### src/rtl/eeprom_pkg.sv
package eeprom_pkg;

    // 24C16 style part, 2 KB
    localparam int EEPROM_AW = 11;

    // device type code at the top of every control byte
    localparam logic [3:0] DEV_CODE = 4'b1010;

    // commands from sequencer to bit engine
    typedef enum logic [1:0] {
        CMD_START = 2'd0,   // start or repeated start
        CMD_STOP  = 2'd1,
        CMD_SEND  = 2'd2,   // byte out, ack sampled
        CMD_RECV  = 2'd3    // byte in, master nack
    } i2c_cmd_e;

    // memory address
    // flat index on the host side, block/word when building bus bytes
    typedef union packed {
        logic [EEPROM_AW-1:0] index;
        struct packed {
            logic [2:0] block;  // goes into the control byte
            logic [7:0] word;   // word address byte
        } bw;
    } eeprom_addr_u;

endpackage

### src/rtl/i2c_bit_engine.sv
`timescale 1ns/10ps

module i2c_bit_engine #(
    parameter int CLK_DIV = 4
) (
    input  logic                 CLK,
    input  logic                 RESET,
    input  logic                 cmd_go,
    input  eeprom_pkg::i2c_cmd_e cmd,
    input  logic [7:0]           tx_byte,
    input  logic                 sda_in,
    output logic                 cmd_done,
    output logic [7:0]           rx_byte,
    output logic                 rx_ack,
    output logic                 scl,
    output logic                 sda_pull
);

    localparam int DW = $clog2(CLK_DIV);

    logic                 active;
    eeprom_pkg::i2c_cmd_e cur_cmd;
    logic [DW-1:0]        div_cnt;
    logic [1:0]           quarter;
    logic [1:0]           next_q;
    logic [3:0]           bit_cnt;
    logic [3:0]           next_bit;
    logic                 quarter_end;
    logic                 last_bit;
    logic                 sample;
    logic [7:0]           shreg;

    // pull-down wanted on sda for a command in a given quarter and bit
    function automatic logic pull_for(
        input eeprom_pkg::i2c_cmd_e c,
        input logic [1:0]           q,
        input logic [3:0]           b,
        input logic                 d
    );
        logic p;
        case (c)
            eeprom_pkg::CMD_START: p = (q == 2'd3);         // falls with scl high
            eeprom_pkg::CMD_STOP:  p = (q != 2'd3);         // rises with scl high
            eeprom_pkg::CMD_SEND:  p = (b != 4'd8) && !d;   // ack slot released
            default:               p = 1'b0;                // receive, then nack
        endcase
        return p;
    endfunction

    assign quarter_end = active && (div_cnt == DW'(CLK_DIV - 1));
    assign next_q      = quarter + 2'd1;
    assign next_bit    = (quarter == 2'd3) ? bit_cnt + 4'd1 : bit_cnt;

    // start and stop are a single bit time
    assign last_bit = (cur_cmd == eeprom_pkg::CMD_START) ||
                      (cur_cmd == eeprom_pkg::CMD_STOP) ||
                      (bit_cnt == 4'd8);

    assign sample   = active && (quarter == 2'd3) && (div_cnt == '0);
    assign cmd_done = quarter_end && (quarter == 2'd3) && last_bit;
    assign rx_byte  = shreg;

    // quarter timing and line drive
    always_ff @(posedge CLK)
    begin
        if (RESET)
        begin
            active   <= 1'b0;
            cur_cmd  <= eeprom_pkg::CMD_STOP;
            div_cnt  <= '0;
            quarter  <= 2'd0;
            bit_cnt  <= 4'd0;
            scl      <= 1'b1;
            sda_pull <= 1'b0;
        end
        else if (!active)
        begin
            if (cmd_go)
            begin
                active   <= 1'b1;
                cur_cmd  <= cmd;
                div_cnt  <= '0;
                quarter  <= 2'd0;
                bit_cnt  <= 4'd0;
                scl      <= 1'b0;   // quarter 0 is scl low
                sda_pull <= pull_for(cmd, 2'd0, 4'd0, tx_byte[7]);
            end
        end
        else if (quarter_end)
        begin
            div_cnt <= '0;
            quarter <= next_q;
            bit_cnt <= next_bit;
            if ((quarter == 2'd3) && last_bit)
                active <= 1'b0;     // lines hold until the next command
            else
            begin
                scl      <= next_q[1];
                sda_pull <= pull_for(cur_cmd, next_q, next_bit, shreg[7]);
            end
        end
        else
            div_cnt <= div_cnt + DW'(1);
    end

    // data bits shift out msb first, the line value shifts back in behind them
    // so after eight bits of a receive the register holds the byte read
    always_ff @(posedge CLK)
    begin
        if (!active && cmd_go)
            shreg <= tx_byte;
        else if (sample)
        begin
            if (bit_cnt == 4'd8)
                rx_ack <= !sda_in;  // low on the line means acknowledged
            else
                shreg <= {shreg[6:0], sda_in};
        end
    end

endmodule

### src/rtl/eeprom_sequencer.sv
`timescale 1ns/10ps

module eeprom_sequencer (
    input  logic                             CLK,
    input  logic                             RESET,
    input  logic                             wr,
    input  logic                             rd,
    input  logic [eeprom_pkg::EEPROM_AW-1:0] addr,
    input  logic [7:0]                       wdata,
    input  logic                             cmd_done,
    input  logic [7:0]                       rx_byte,
    input  logic                             rx_ack,
    output logic                             cmd_go,
    output eeprom_pkg::i2c_cmd_e             cmd,
    output logic [7:0]                       tx_byte,
    output logic [7:0]                       rdata,
    output logic                             done,
    output logic                             busy,
    output logic                             ack_err
);

    localparam logic [8:0] ST_IDLE   = 9'b0_0000_0001;
    localparam logic [8:0] ST_START  = 9'b0_0000_0010;
    localparam logic [8:0] ST_CTRL_W = 9'b0_0000_0100;
    localparam logic [8:0] ST_WORD   = 9'b0_0000_1000;
    localparam logic [8:0] ST_DATA_W = 9'b0_0001_0000;
    localparam logic [8:0] ST_RSTART = 9'b0_0010_0000;
    localparam logic [8:0] ST_CTRL_R = 9'b0_0100_0000;
    localparam logic [8:0] ST_DATA_R = 9'b0_1000_0000;
    localparam logic [8:0] ST_STOP   = 9'b1_0000_0000;

    logic [8:0]               state;
    logic [8:0]               next_state;
    logic                     accept;
    logic                     issue;
    logic                     send_state;
    logic                     nack;
    eeprom_pkg::i2c_cmd_e     next_cmd;
    logic [7:0]               next_tx;
    logic                     is_read;
    eeprom_pkg::eeprom_addr_u addr_q;
    logic [7:0]               wdata_q;
    logic [7:0]               ctrl_wr;
    logic [7:0]               ctrl_rd;

    // busy covers the done cycle, so a strobe then is dropped
    assign busy   = (state != ST_IDLE) || done;
    assign accept = !busy && (wr || rd);

    assign ctrl_wr = {eeprom_pkg::DEV_CODE, addr_q.bw.block, 1'b0};
    assign ctrl_rd = {eeprom_pkg::DEV_CODE, addr_q.bw.block, 1'b1};

    // states that sent a byte and expect an ack
    assign send_state = |(state & (ST_CTRL_W | ST_WORD | ST_DATA_W | ST_CTRL_R));
    assign nack       = cmd_done && send_state && !rx_ack;

    always_comb
    begin
        next_state = state;
        issue      = 1'b0;
        next_cmd   = eeprom_pkg::CMD_STOP;
        next_tx    = ctrl_wr;
        case (state)
            ST_IDLE:
                if (accept)
                begin
                    next_state = ST_START;
                    issue      = 1'b1;
                    next_cmd   = eeprom_pkg::CMD_START;
                end
            ST_START:
                if (cmd_done)
                begin
                    next_state = ST_CTRL_W;
                    issue      = 1'b1;
                    next_cmd   = eeprom_pkg::CMD_SEND;
                end
            ST_CTRL_W:
                if (cmd_done)
                begin
                    next_state = ST_WORD;
                    issue      = 1'b1;
                    next_cmd   = eeprom_pkg::CMD_SEND;
                    next_tx    = addr_q.bw.word;
                end
            ST_WORD:
                if (cmd_done)
                begin
                    issue = 1'b1;
                    if (is_read)
                    begin
                        next_state = ST_RSTART;
                        next_cmd   = eeprom_pkg::CMD_START;
                    end
                    else
                    begin
                        next_state = ST_DATA_W;
                        next_cmd   = eeprom_pkg::CMD_SEND;
                        next_tx    = wdata_q;
                    end
                end
            ST_RSTART:
                if (cmd_done)
                begin
                    next_state = ST_CTRL_R;
                    issue      = 1'b1;
                    next_cmd   = eeprom_pkg::CMD_SEND;
                    next_tx    = ctrl_rd;
                end
            ST_CTRL_R:
                if (cmd_done)
                begin
                    next_state = ST_DATA_R;
                    issue      = 1'b1;
                    next_cmd   = eeprom_pkg::CMD_RECV;
                end
            ST_DATA_W, ST_DATA_R:
                if (cmd_done)
                begin
                    next_state = ST_STOP;
                    issue      = 1'b1;
                end
            ST_STOP:
                if (cmd_done)
                    next_state = ST_IDLE;
            default:
                next_state = ST_IDLE;
        endcase

        // missing ack, abort with a stop
        if (nack)
        begin
            next_state = ST_STOP;
            issue      = 1'b1;
            next_cmd   = eeprom_pkg::CMD_STOP;
        end
    end

    always_ff @(posedge CLK)
    begin
        if (RESET)
        begin
            state   <= ST_IDLE;
            cmd_go  <= 1'b0;
            done    <= 1'b0;
            ack_err <= 1'b0;
        end
        else
        begin
            state  <= next_state;
            cmd_go <= issue;
            done   <= (state == ST_STOP) && cmd_done;
            if (accept)
                ack_err <= 1'b0;
            else if (nack)
                ack_err <= 1'b1;
        end
    end

    always_ff @(posedge CLK)
    begin
        if (accept)
        begin
            is_read      <= !wr;    // wr wins
            addr_q.index <= addr;
            wdata_q      <= wdata;
        end
        if (issue)
        begin
            cmd     <= next_cmd;
            tx_byte <= next_tx;
        end
        if ((state == ST_DATA_R) && cmd_done)
            rdata <= rx_byte;
    end

endmodule

### src/rtl/eeprom_ctrl_top.sv
`timescale 1ns/10ps

module eeprom_ctrl_top #(
    parameter int CLK_DIV = 4   // clk cycles per quarter scl period
) (
    input  logic                     CLK,
    input  logic                     RESET,
    input  logic                     wr,
    input  logic                     rd,
    input  eeprom_pkg::eeprom_addr_u addr,
    input  logic [7:0]               wdata,
    input  logic                     sda_in,
    output logic [7:0]               rdata,
    output logic                     done,
    output logic                     busy,
    output logic                     ack_err,
    output logic                     scl,
    output logic                     sda_pull
);

    logic                 cmd_go;
    eeprom_pkg::i2c_cmd_e cmd;
    logic [7:0]           tx_byte;
    logic                 cmd_done;
    logic [7:0]           rx_byte;
    logic                 rx_ack;

    eeprom_sequencer seq0 (
        .CLK      (CLK),
        .RESET    (RESET),
        .wr       (wr),
        .rd       (rd),
        .addr     (addr.index),
        .wdata    (wdata),
        .cmd_done (cmd_done),
        .rx_byte  (rx_byte),
        .rx_ack   (rx_ack),
        .cmd_go   (cmd_go),
        .cmd      (cmd),
        .tx_byte  (tx_byte),
        .rdata    (rdata),
        .done     (done),
        .busy     (busy),
        .ack_err  (ack_err)
    );

    i2c_bit_engine #(
        .CLK_DIV (CLK_DIV)
    ) eng0 (
        .CLK      (CLK),
        .RESET    (RESET),
        .cmd_go   (cmd_go),
        .cmd      (cmd),
        .tx_byte  (tx_byte),
        .sda_in   (sda_in),
        .cmd_done (cmd_done),
        .rx_byte  (rx_byte),
        .rx_ack   (rx_ack),
        .scl      (scl),
        .sda_pull (sda_pull)
    );

endmodule

### config.mk
export PLATFORM = sky130hd
export DESIGN_NAME = eeprom_ctrl_top
export DESIGN_NICKNAME = d
export VERILOG_FILES = /design/src/rtl/eeprom_pkg.sv /design/src/rtl/i2c_bit_engine.sv /design/src/rtl/eeprom_sequencer.sv /design/src/rtl/eeprom_ctrl_top.sv
export SDC_FILE = /design/constraint.sdc
export NUM_CORES = 1
export LEC_CHECK = 0
export BUFFER_PORTS_ARGS = -buffer_cell sky130_fd_sc_hd__buf_2
export CORE_UTILIZATION = 50
export CTS_BUF_LIST = sky130_fd_sc_hd__clkbuf_8
export DETAILED_ROUTE_END_ITERATION = 10
export GPL_ROUTABILITY_DRIVEN = 0
export PLACE_DENSITY = 0.72
export SLEW_MARGIN = 40
export SYNTH_ARGS = -nofsm -noshare
export SYNTH_HDL_FRONTEND = slang
export SYNTH_HIERARCHICAL = 1
export SYNTH_SLANG_ARGS = --single-unit
export TNS_END_PERCENT = 50
### constraint.sdc
create_clock -name CLK -period 2.9 [get_ports CLK]
set_input_delay 0.145 -clock CLK [delete_from_list [all_inputs] [get_ports CLK]]
set_output_delay 0.145 -clock CLK [all_outputs]
set_load 0.01 [all_outputs]
* After elaboration in Yosys (flattened, before gate mapping)
Cells that the tools add are included.
** Word-level totals
- Logic and storage cells :: 157
- Output and inout bits :: 13
- Input port bits :: 24
- Register bits :: 72
** Cells by class
- Add/sub/neg operators :: 3
- Equality and inequality tests :: 39
- Mux-type cells :: 52
- Reductions and logical operators :: 41
- Bitwise gates (word level) :: 2
** Operators by type and width (number)
- two-way mux 9 bit :: 9
- case mux 9 bit (8 select lines) :: 1
- two-way mux 8 bit :: 6
- != test 3 x 1 -> 1 bit (second input constant) :: 8
- case mux 8 bit (3 select lines) :: 1
- two-way mux 2 bit :: 9
- != test 2 x 1 -> 1 bit (second input constant) :: 9
- two-way mux 1 bit :: 17
- two-way mux 4 bit :: 4
- AND reduction 8 bit :: 2
- logical AND 1 bit :: 13
- == test 2 bit (second input constant) :: 5
- == test 9 x 1 -> 1 bit (second input constant) :: 1
- == test 9 x 2 -> 1 bit (second input constant) :: 1
- == test 9 x 3 -> 1 bit (second input constant) :: 1
- == test 9 x 4 -> 1 bit (second input constant) :: 1
- == test 9 x 5 -> 1 bit (second input constant) :: 1
- == test 9 x 6 -> 1 bit (second input constant) :: 1
- == test 9 x 7 -> 1 bit (second input constant) :: 1
- == test 9 x 8 -> 1 bit (second input constant) :: 1
- == test 9 bit (second input constant) :: 1
- != test 9 x 1 -> 1 bit (second input constant) :: 1
- case mux 2 bit (4 select lines) :: 1
- logical NOT 1 bit :: 7
- other kinds (19) :: 35

* Logic depth before layout (Yosys ltp)
Gate-level depths: netlist of run 1.
- Word-level depth :: 8
- Depth in mapped cells :: 10
- Depth with buffers taken out :: 9

* Hierarchy
The synthesis of run 1 kept the hierarchy.
** Modules (own cells, without submodules)
- eeprom_sequencer :: seq. area each 1381.3 um^2, cells an instance 169, times used 1, area an instance 2192.1 um^2
- i2c_bit_engine :: seq. area each 530.5 um^2, cells an instance 114, times used 1, area an instance 1133.6 um^2

* Worst setup path after synthesis of run 1
Ideal clock, no wire load.
- Path type :: reg-to-reg
- Start point :: register seq0.state[2]
- End point :: register seq0.cmd[0] (enable)
- Path slack :: 0.237 ns
- Arrival :: 2.324 ns
- Stages on the path, launching flop included :: 6
- Path buffers :: 1
- Setup time :: 0.339 ns
- Cells stage by stage :: dfxtp_1 buf_6 nor4_4 nand4b_1 nor2_1 a211o_1
** On the way
- Cells in the longest elaborated chain, start to end :: 7
- Elaborated cells between the ends (all ways) :: 19
- Those cells by class :: 9 x eq/ne; 3 x mux; 7 x reduce/logical
** Ends and longest elaborated chain
- start, declared :: RTL line eeprom_sequencer.sv:32 : logic [8:0] state;
- start signal, assigned :: RTL line eeprom_sequencer.sv:150 : state <= next_state;
- != test 9 x 1 -> 1 bit :: RTL line eeprom_sequencer.sv:47 : assign busy = (state != ST_IDLE) || done;
- logical OR 1 bit :: RTL line eeprom_sequencer.sv:47
- logical NOT 1 bit :: RTL line eeprom_sequencer.sv:48 : assign accept = !busy && (wr || rd);
- logical AND 1 bit :: RTL line eeprom_sequencer.sv:48
- net seq0.accept :: RTL line eeprom_sequencer.sv:34 : logic accept;
- two-way mux 1 bit :: RTL line eeprom_sequencer.sv:65 : if (accept)
- case mux 1 bit (2 select lines) :: RTL line eeprom_sequencer.sv:63 : case (state)
- two-way mux 1 bit :: RTL line eeprom_sequencer.sv:131 : if (nack)
- net seq0.issue :: RTL line eeprom_sequencer.sv:35 : logic issue;
- end signal, assigned :: RTL line eeprom_sequencer.sv:170 : cmd <= next_cmd;
- end, declared :: RTL line eeprom_sequencer.sv:14 : output eeprom_pkg::i2c_cmd_e cmd,
The timed path passes the listed nets, and every way through them passes these cells.
A chain may end at the register's enable or synchronous reset.

* Final worst setup path of run 1
- Start point :: register eng0.quarter[0]
- End point :: register seq0.state[8]
** On the way
- Cells in the longest elaborated chain, start to end :: 7
- Elaborated cells between the ends (all ways) :: 15
- Those cells by class :: 9 x eq/ne; 1 x mux; 5 x reduce/logical
** Ends and longest elaborated chain
- start, declared :: RTL line i2c_bit_engine.sv:24 : logic [1:0] quarter;
- start signal, assigned :: RTL line i2c_bit_engine.sv:92 : quarter <= next_q;
- == test 2 bit (*) :: RTL line i2c_bit_engine.sv:60 : assign cmd_done = quarter_end && (quarter == 2'd3) && last_bit;
- logical AND 1 bit (*) (2 in series) :: RTL line i2c_bit_engine.sv:60
- net cmd_done :: RTL line eeprom_ctrl_top.sv:24 : logic cmd_done;
- logical AND 1 bit (2 in series) :: RTL line eeprom_sequencer.sv:55 : assign nack = cmd_done && send_state && !rx_ack;
- != test 3 x 1 -> 1 bit (no line)
- AND reduction 8 bit (no line)
The timed path passes the listed nets; every way through them passes the cells marked *.

==> results of run 1 <==
[stage by stage]
stage,cell area [um^2],setup slack (ps)
after floorplan,3330,237
after global placement,3590,382
after detailed placement,3590,485
final,4010,416
after global routing,4010,275
after CTS,4010,452
[flip-flops by register name (all words and copies together) (netlist names), 4 cells and up]
| name | count |
|---|---|
| seq0/addr_q | 11 |
| seq0/state | 9 |
| eng0/rx_byte | 8 |
| seq0/rdata | 8 |
| seq0/tx_byte | 8 |
| seq0/wdata_q | 8 |
| eng0/bit_cnt | 4 |
[kinds of logic after synthesis]
| logic type | synth area share [%] |
|---|---|
| AOI/OAI and AO/OA | 14.2 |
| xor gates and xnor gates | 1.58 |
| adders and majority gates | 3.01 |
| buffers and inverters | 3.99 |
| DFF | 57.5 |
| muxes | 3.27 |
| and+or+nand+nor | 16.4 |
[placed cells by master (no fill, tap or decap), types with 3 or more instances in the layout]
cell type,Yosys,final
inv_1,12,12
ha_1,8,8
mux2_2,7,7
nor3b_1,3,3
nor2_1,26,26
buf_2,9,36
dlygate4sd3_1,0,19
mux2i_1,3,3
nand3b_1,3,3
nor2b_1,8,8
edfxtp_1,47,47
nand4_1,5,5
o31ai_1,8,7
o21ai_0,8,8
nor3_1,8,8
clkbuf_8,0,9
xor2_1,4,4
nand3_1,6,6
dfxtp_1,25,25
buf_4,0,10
nand2_1,13,13
a21oi_1,16,16
a22o_1,6,6
o2111ai_1,3,3
[routing by layer]
metal	vias up	global-route usage, %	wire length (um)
li1	1188	-	-
met1	1160	24.6	2900
met2	70	32.9	3260
met3	12	5.24	309
met4	0	8.78	121
met5	-	0	0
[worst reg2reg max path, delay by kind of cell, from the launching register on]
kind / cells / cell delay [ps]
compound gates: 2 / 320
buf+inv: 2 / 440
simple gates: 4 / 930
flops: 1 / 390
fa+ha+maj: 1 / 350
[layout make-up]
cell class                 count  area [um^2]
clock inverter                 7          103
tap                           77         96.3
inverter                      12         45.0
clock buffer                   9          124
timing repair buffer          65          445
fill                         514         2370
sequential                    72         1910
multi-input combinational    183         1290
[power by group]
part	total (uW)	leakage (uW)	internal (uW)	switching [uW]
clock	895	0.000116	496	399
sequential	1350	0.000643	1280	66.8
combinational	469	0.000779	198	271
[worst min-delay path by stage]
stage	startpoint	slack, ps	to
floorplan	RESET	210	seq0/state[8]
finish	wr	40	seq0/is_read
detailed placement	addr[7]	320	seq0/addr_q[7]
global placement	wdata[7]	320	seq0/wdata_q[7]
global route	wr	40	seq0/is_read
CTS	wr	30	seq0/is_read
==> results.sh, run 1 <==
export IMPL_outcome="complete, no violations"
export IMPL_power_density_nw_per_um2=677
export IMPL_synth_top_cells_by_count="edfxtp_1 (47), nor2_1 (26), dfxtp_1 (25)"
export IMPL_design_power_total_uw=2710
export IMPL_routedWlPerCell_um=15.5
export IMPL_cp_num_buf_inv=2
export IMPL_cts_tree="yes"
export IMPL_die_height_um=83.6
export IMPL_unrepaired_setup_endpoints_after_global_routing="false"
export IMPL_crit_fanout=18
export IMPL_report_final_hold_viol_count=0
export IMPL_cts_buffers_inserted=9
export IMPL_clk_pin_slew_worst_paths_ps=80
export IMPL_reg_to_reg_slack_setup_ps=420
export IMPL_worst_ep_required_time_ps=3180
export IMPL_seq_area_frac_synth_pct=57.5
export IMPL_finish_cell_count_without_fillers=425
export IMPL_clkSinkCount=72
export IMPL_grt_max_degree=22
export IMPL_synth_enable_flop_cells=47
export IMPL_synthesis_instances=283
export IMPL_fin_worst_hold_slack_ps=43.2
export IMPL_area_delta_synth_final_pct=20.6
export IMPL_die_area_um2=6980
export IMPL_count_of_inserted_antenna_diode_cells=0
export IMPL_post_route_util_pct=62.8
export IMPL_design_core_area_um2=6390
export IMPL_critical_path_max_stage_delay_ps=480
export IMPL_critical_path_top_delay_family="simple AND/OR/NAND/NOR gates"
export IMPL_fp_dieW_um=83.6
export IMPL_syn_nets=315
export IMPL_syn_std_cell_area_um2=3330
export IMPL_htreeDepth=3
export IMPL_finish_net_count=375
export IMPL_critical_path_reg2reg_startpoint="eng0/quarter[0]"
export IMPL_core_rowCount=29
export IMPL_layout_worst_path_cycle_share_pct=85.6
export IMPL_synth_largest_area_cell="edfxtp_1"
export IMPL_synth_seq_cells=72
export IMPL_yosys_top_cell_area_share_pct=42.4
export IMPL_path_common_cell="buf_4"
export IMPL_first_global_vias=2278
export IMPL_crit_path_end="seq0/state[8]"
export IMPL_worstMarginPinSlew_ps=767
export IMPL_detail_route_wirelength_mm=6.59
export IMPL_hold_class="in -> reg"
export IMPL_post_synth_num_cell_types=64
export IMPL_worstSetupEndpointType="flip-flop"
export IMPL_cp_num_cells=9
export IMPL_final_setup_viol_count=0
export IMPL_setup_tns_final_ps=0
export IMPL_ir_drop_uv=520
export IMPL_crit_type="reg -> reg"
export IMPL_ant_nets=0
export IMPL_drt_first_iter_violations=119
export IMPL_top_level_ports=37
export IMPL_timing_max_transition_violations_final=0
export IMPL_cts_hold_buffers_added=19
export IMPL_postSynth_asyncResetShare_pct=0
export IMPL_worstRegToRegCells=9
export IMPL_worstSetupStartpointType="flip-flop"
export IMPL_finalWorstPathRequiredPeriod_ps=2480
export IMPL_postCtsResizedCells=0
export IMPL_route_vias_total=2430
export IMPL_cts_root_buf="clkbuf_8"
export IMPL_total_gr_overflow=0
export IMPL_numPlacedInstances=390
export IMPL_drc_errors=0
export IMPL_yosysWarnings=6
export IMPL_detailed_place_hpwl_mm=4.29
export IMPL_cts_setup_buffers=0
export IMPL_grt_first_pass_wirelength_mm=10.7
export IMPL_worstPathArrival_ps=2760
export IMPL_maxSlewHeadroom_pct=48.6
export IMPL_clock_fmax_ghz=0.403
export IMPL_initial_cell_density_of_the_core_pct=52.1
export IMPL_critPathSlowestCell="or4_1"
export IMPL_clock_skew_final_ps=9.65
export IMPL_via_per_inst=5.72
export IMPL_clock_latency_of_the_later_clocked_register_in_the_worst_skew_pair_ps=350
export IMPL_critical_path_cell_chain="ha_1, nand2_1, a21oi_2, and2_1, buf_4, nor3_1, buf_4, or4_1, a21oi_1"
export IMPL_power_leakage_uw=0.00154
export IMPL_timing_critical_path_from="eng0/quarter[0]"
export IMPL_firstDrtPassIters=4
export IMPL_grt_antenna_before_repair=0
export IMPL_most_instantiated_flip_flop_cell_in_the_synthesis_netlist="edfxtp_1"
export IMPL_count_of_cells_along_the_worst_hold_path=2
export IMPL_max_cap_viol_count=0
export IMPL_portBuffers=36
export IMPL_layout_drive_gt1_share_pct=25.0
export IMPL_capture_instance_of_the_worst_register_to_register_path="seq0/state[8]"
export IMPL_post_synth_cell_area_avg_um2=11.8
export IMPL_track_usage_pct=19.9
export IMPL_yosys_cell_count_top_type="edfxtp_1"
export IMPL_cts_root_to_sink_buffers=2
export IMPL_synth_area_leaders="edfxtp_1 (42%), dfxtp_1 (15%), ha_1 (3.0%)"
Note: power is estimated with default switching activity, not from simulation.
==> inputs of run 2 (changes only) <==
--- a/config.mk
+++ b/config.mk
@@ -11,6 +11,7 @@
 export DETAILED_ROUTE_END_ITERATION = 10
 export GPL_ROUTABILITY_DRIVEN = 0
 export PLACE_DENSITY = 0.72
+export REMOVE_ABC_BUFFERS = 1
 export SLEW_MARGIN = 40
 export SYNTH_ARGS = -nofsm -noshare
 export SYNTH_HDL_FRONTEND = slang
==> run 2 against run 1 <==
Final area fell by 0.87%. Global-route usage fell by 0.27 points. Clock skew rose by 3.1 ps. Register-to-register slack got worse by 40 ps. Worst hold slack improved by 4.5 ps. Combinational power rose by 2%. Setup slack got worse by 36 ps. Critical path type unchanged. Largest cell class unchanged.
==> results.sh, run 2 (synthesis gave the netlist of run 1 again) <==
export IMPL_outcome="complete, no violations"
export IMPL_finish_net_count=376
export IMPL_timing_critical_path_from="eng0/quarter[0]"
export IMPL_design_core_area_um2=6390
export IMPL_clkPwrFrac_pct=28.5
export IMPL_detailed_place_hpwl_mm=4.43
export IMPL_initial_cell_density_of_the_core_pct=52.1
export IMPL_unrepaired_setup_endpoints_after_global_routing="false"
export IMPL_worstMarginPinSlew_ps=710
export IMPL_layout_worst_path_cycle_share_pct=86.9
export IMPL_top_level_ports=37
export IMPL_drt_first_iter_violations=145
export IMPL_numPlacedInstances=391
export IMPL_largest_register="seq0/addr_q"
export IMPL_hold_class="in -> reg"
export IMPL_total_switching_power_uw=750
export IMPL_crit_fanout=14
export IMPL_design_power_total_uw=2560
export IMPL_critical_path_reg2reg_startpoint="eng0/quarter[0]"
export IMPL_worstPathArrival_ps=2530
export IMPL_via_per_inst=5.66
export IMPL_report_final_hold_viol_count=0
export IMPL_core_rowCount=29
export IMPL_clock_skew_final_ps=12.7
export IMPL_firstDrtPassIters=4
export IMPL_clock_latency_of_the_later_clocked_register_in_the_worst_skew_pair_ps=350
export IMPL_first_global_vias=2281
export IMPL_area_delta_synth_final_pct=19.6
export IMPL_route_vias_total=2411
export IMPL_worstSetupEndpointType="flip-flop"
export IMPL_routedWlPerCell_um=15.4
export IMPL_timing_max_transition_violations_final=0
export IMPL_cts_tree="yes"
export IMPL_htreeDepth=3
export IMPL_placement_setup_worst_slack_ps=433
export IMPL_grt_first_pass_wirelength_mm=10.6
export IMPL_multi_input_area_um2=1290
export IMPL_internal_power_uw=1810
export IMPL_layout_drive_gt1_share_pct=25.2
export IMPL_fp_dieW_um=83.6
export IMPL_grt_antenna_before_repair=0
export IMPL_ir_drop_uv=605
export IMPL_pwr_share_comb_pct=18.7
export IMPL_power_leakage_uw=0.00151
export IMPL_max_cap_viol_count=0
export IMPL_power_density_nw_per_um2=643
export IMPL_track_usage_pct=19.6
export IMPL_cts_setup_buffers=0
export IMPL_die_area_um2=6980
export IMPL_final_setup_viol_count=0
export IMPL_worstSetupStartpointType="flip-flop"
export IMPL_mostFrequentLayoutCell="edfxtp_1"
export IMPL_layout_top_registers="seq0/addr_q: 11 flops, seq0/state: 9 flops"
export IMPL_count_of_inserted_antenna_diode_cells=0
export IMPL_total_gr_overflow=0
export IMPL_clkSinkCount=72
export IMPL_finalWorstPathRequiredPeriod_ps=2520
export IMPL_cts_buffers_inserted=9
export IMPL_portBuffers=36
export IMPL_worst_ep_required_time_ps=2910
export IMPL_cts_hold_buffers_added=19
export IMPL_clk_pin_slew_worst_paths_ps=80
export IMPL_finish_cell_count_without_fillers=426
export IMPL_drc_errors=0
export IMPL_grt_max_degree=22
export IMPL_worstHoldStart="wr"
export IMPL_fillerInstances=524
export IMPL_postCtsResizedCells=0
export IMPL_die_height_um=83.6
export IMPL_crit_type="reg -> reg"
export IMPL_cts_root_to_sink_buffers=2
export IMPL_ant_nets=0
export IMPL_most_common_layout_cells="edfxtp_1 (47), buf_2 (36), nor2_1 (26), dfxtp_1 (25), dlygate4sd3_1 (19)"
export IMPL_cts_root_buf="clkbuf_8"
export IMPL_largest_register_ff_count=11
export IMPL_maxSlewHeadroom_pct=52.4
export IMPL_detail_route_wirelength_mm=6.56
export IMPL_clock_fmax_ghz=0.397
export IMPL_pwr_share_seq_pct=52.8
export IMPL_register_area_um2=1910
export IMPL_setup_tns_final_ps=0
export IMPL_sw_frac_of_total_pct=29.3
export IMPL_fin_ws_ps=380
-- run 2: cell count changes in the layout (fill, tap and decap cells not counted) --
cell / before / now
clkinvlp_4: 0 / 3
clkinv_4: 1 / 0
buf_4: 10 / 11
bufinv_16: 2 / 0
inv_6: 2 / 3
clkinv_2: 1 / 0
-- run 2: critical path, stage by stage, from the launching register on --
cell     delay, ps
dfxtp_1        380
ha_1           330
nand2_1        110
a21oi_2        160
and2_1         250
buf_4          220
nor3b_1        210
buf_4          170
a211o_1        350
-- run 2: worst paths after layout --
check | to | cells past startpoint | slack, ps
min reg2reg | seq0/rdata[6] | 0 | 450
max reg2reg | seq0/cmd[0] | 8 | 380
min | seq0/is_read | 2 | 50
max | seq0/cmd[0] | 8 | 380
-- run 2: layout make-up --
type / instances / share of cell area, %
Clock inverter: 7 / 1.51
Multi-Input combinational cell: 183 / 32.3
Timing Repair Buffer: 66 / 11.4
Tap cell: 77 / 2.42
Sequential cell: 72 / 48.1
Inverter: 12 / 1.13
Clock buffer: 9 / 3.12
-- run 2: metal layers --
metal	wire length [um]	vias to the layer above	track usage, %
li1	-	1187	-
met1	2900	1144	24.0
met2	3270	70	32.9
met3	278	10	5.04
met4	109	0	8.47
met5	0	-	0
-- run 2: stage by stage --
stage               utilization, %  hold slack, ps  area (um^2)
finish                        62.3            47.7         3980
CTS                           62.3            33.4         3980
global placement              56.3             321         3600
detailed placement            56.4             323         3600
global route                  62.3            61.8         3980
floorplan                        -             214         3240
-- run 2: power by group through the flow --
stage	Sequential, uW	Clock [uW]	Combinational [uW]
after floorplan	1360	0	308
after global placement	1370	0	440
after detailed placement	1370	0	456
after CTS	1350	751	477
after global routing	1360	779	526
final	1350	729	479
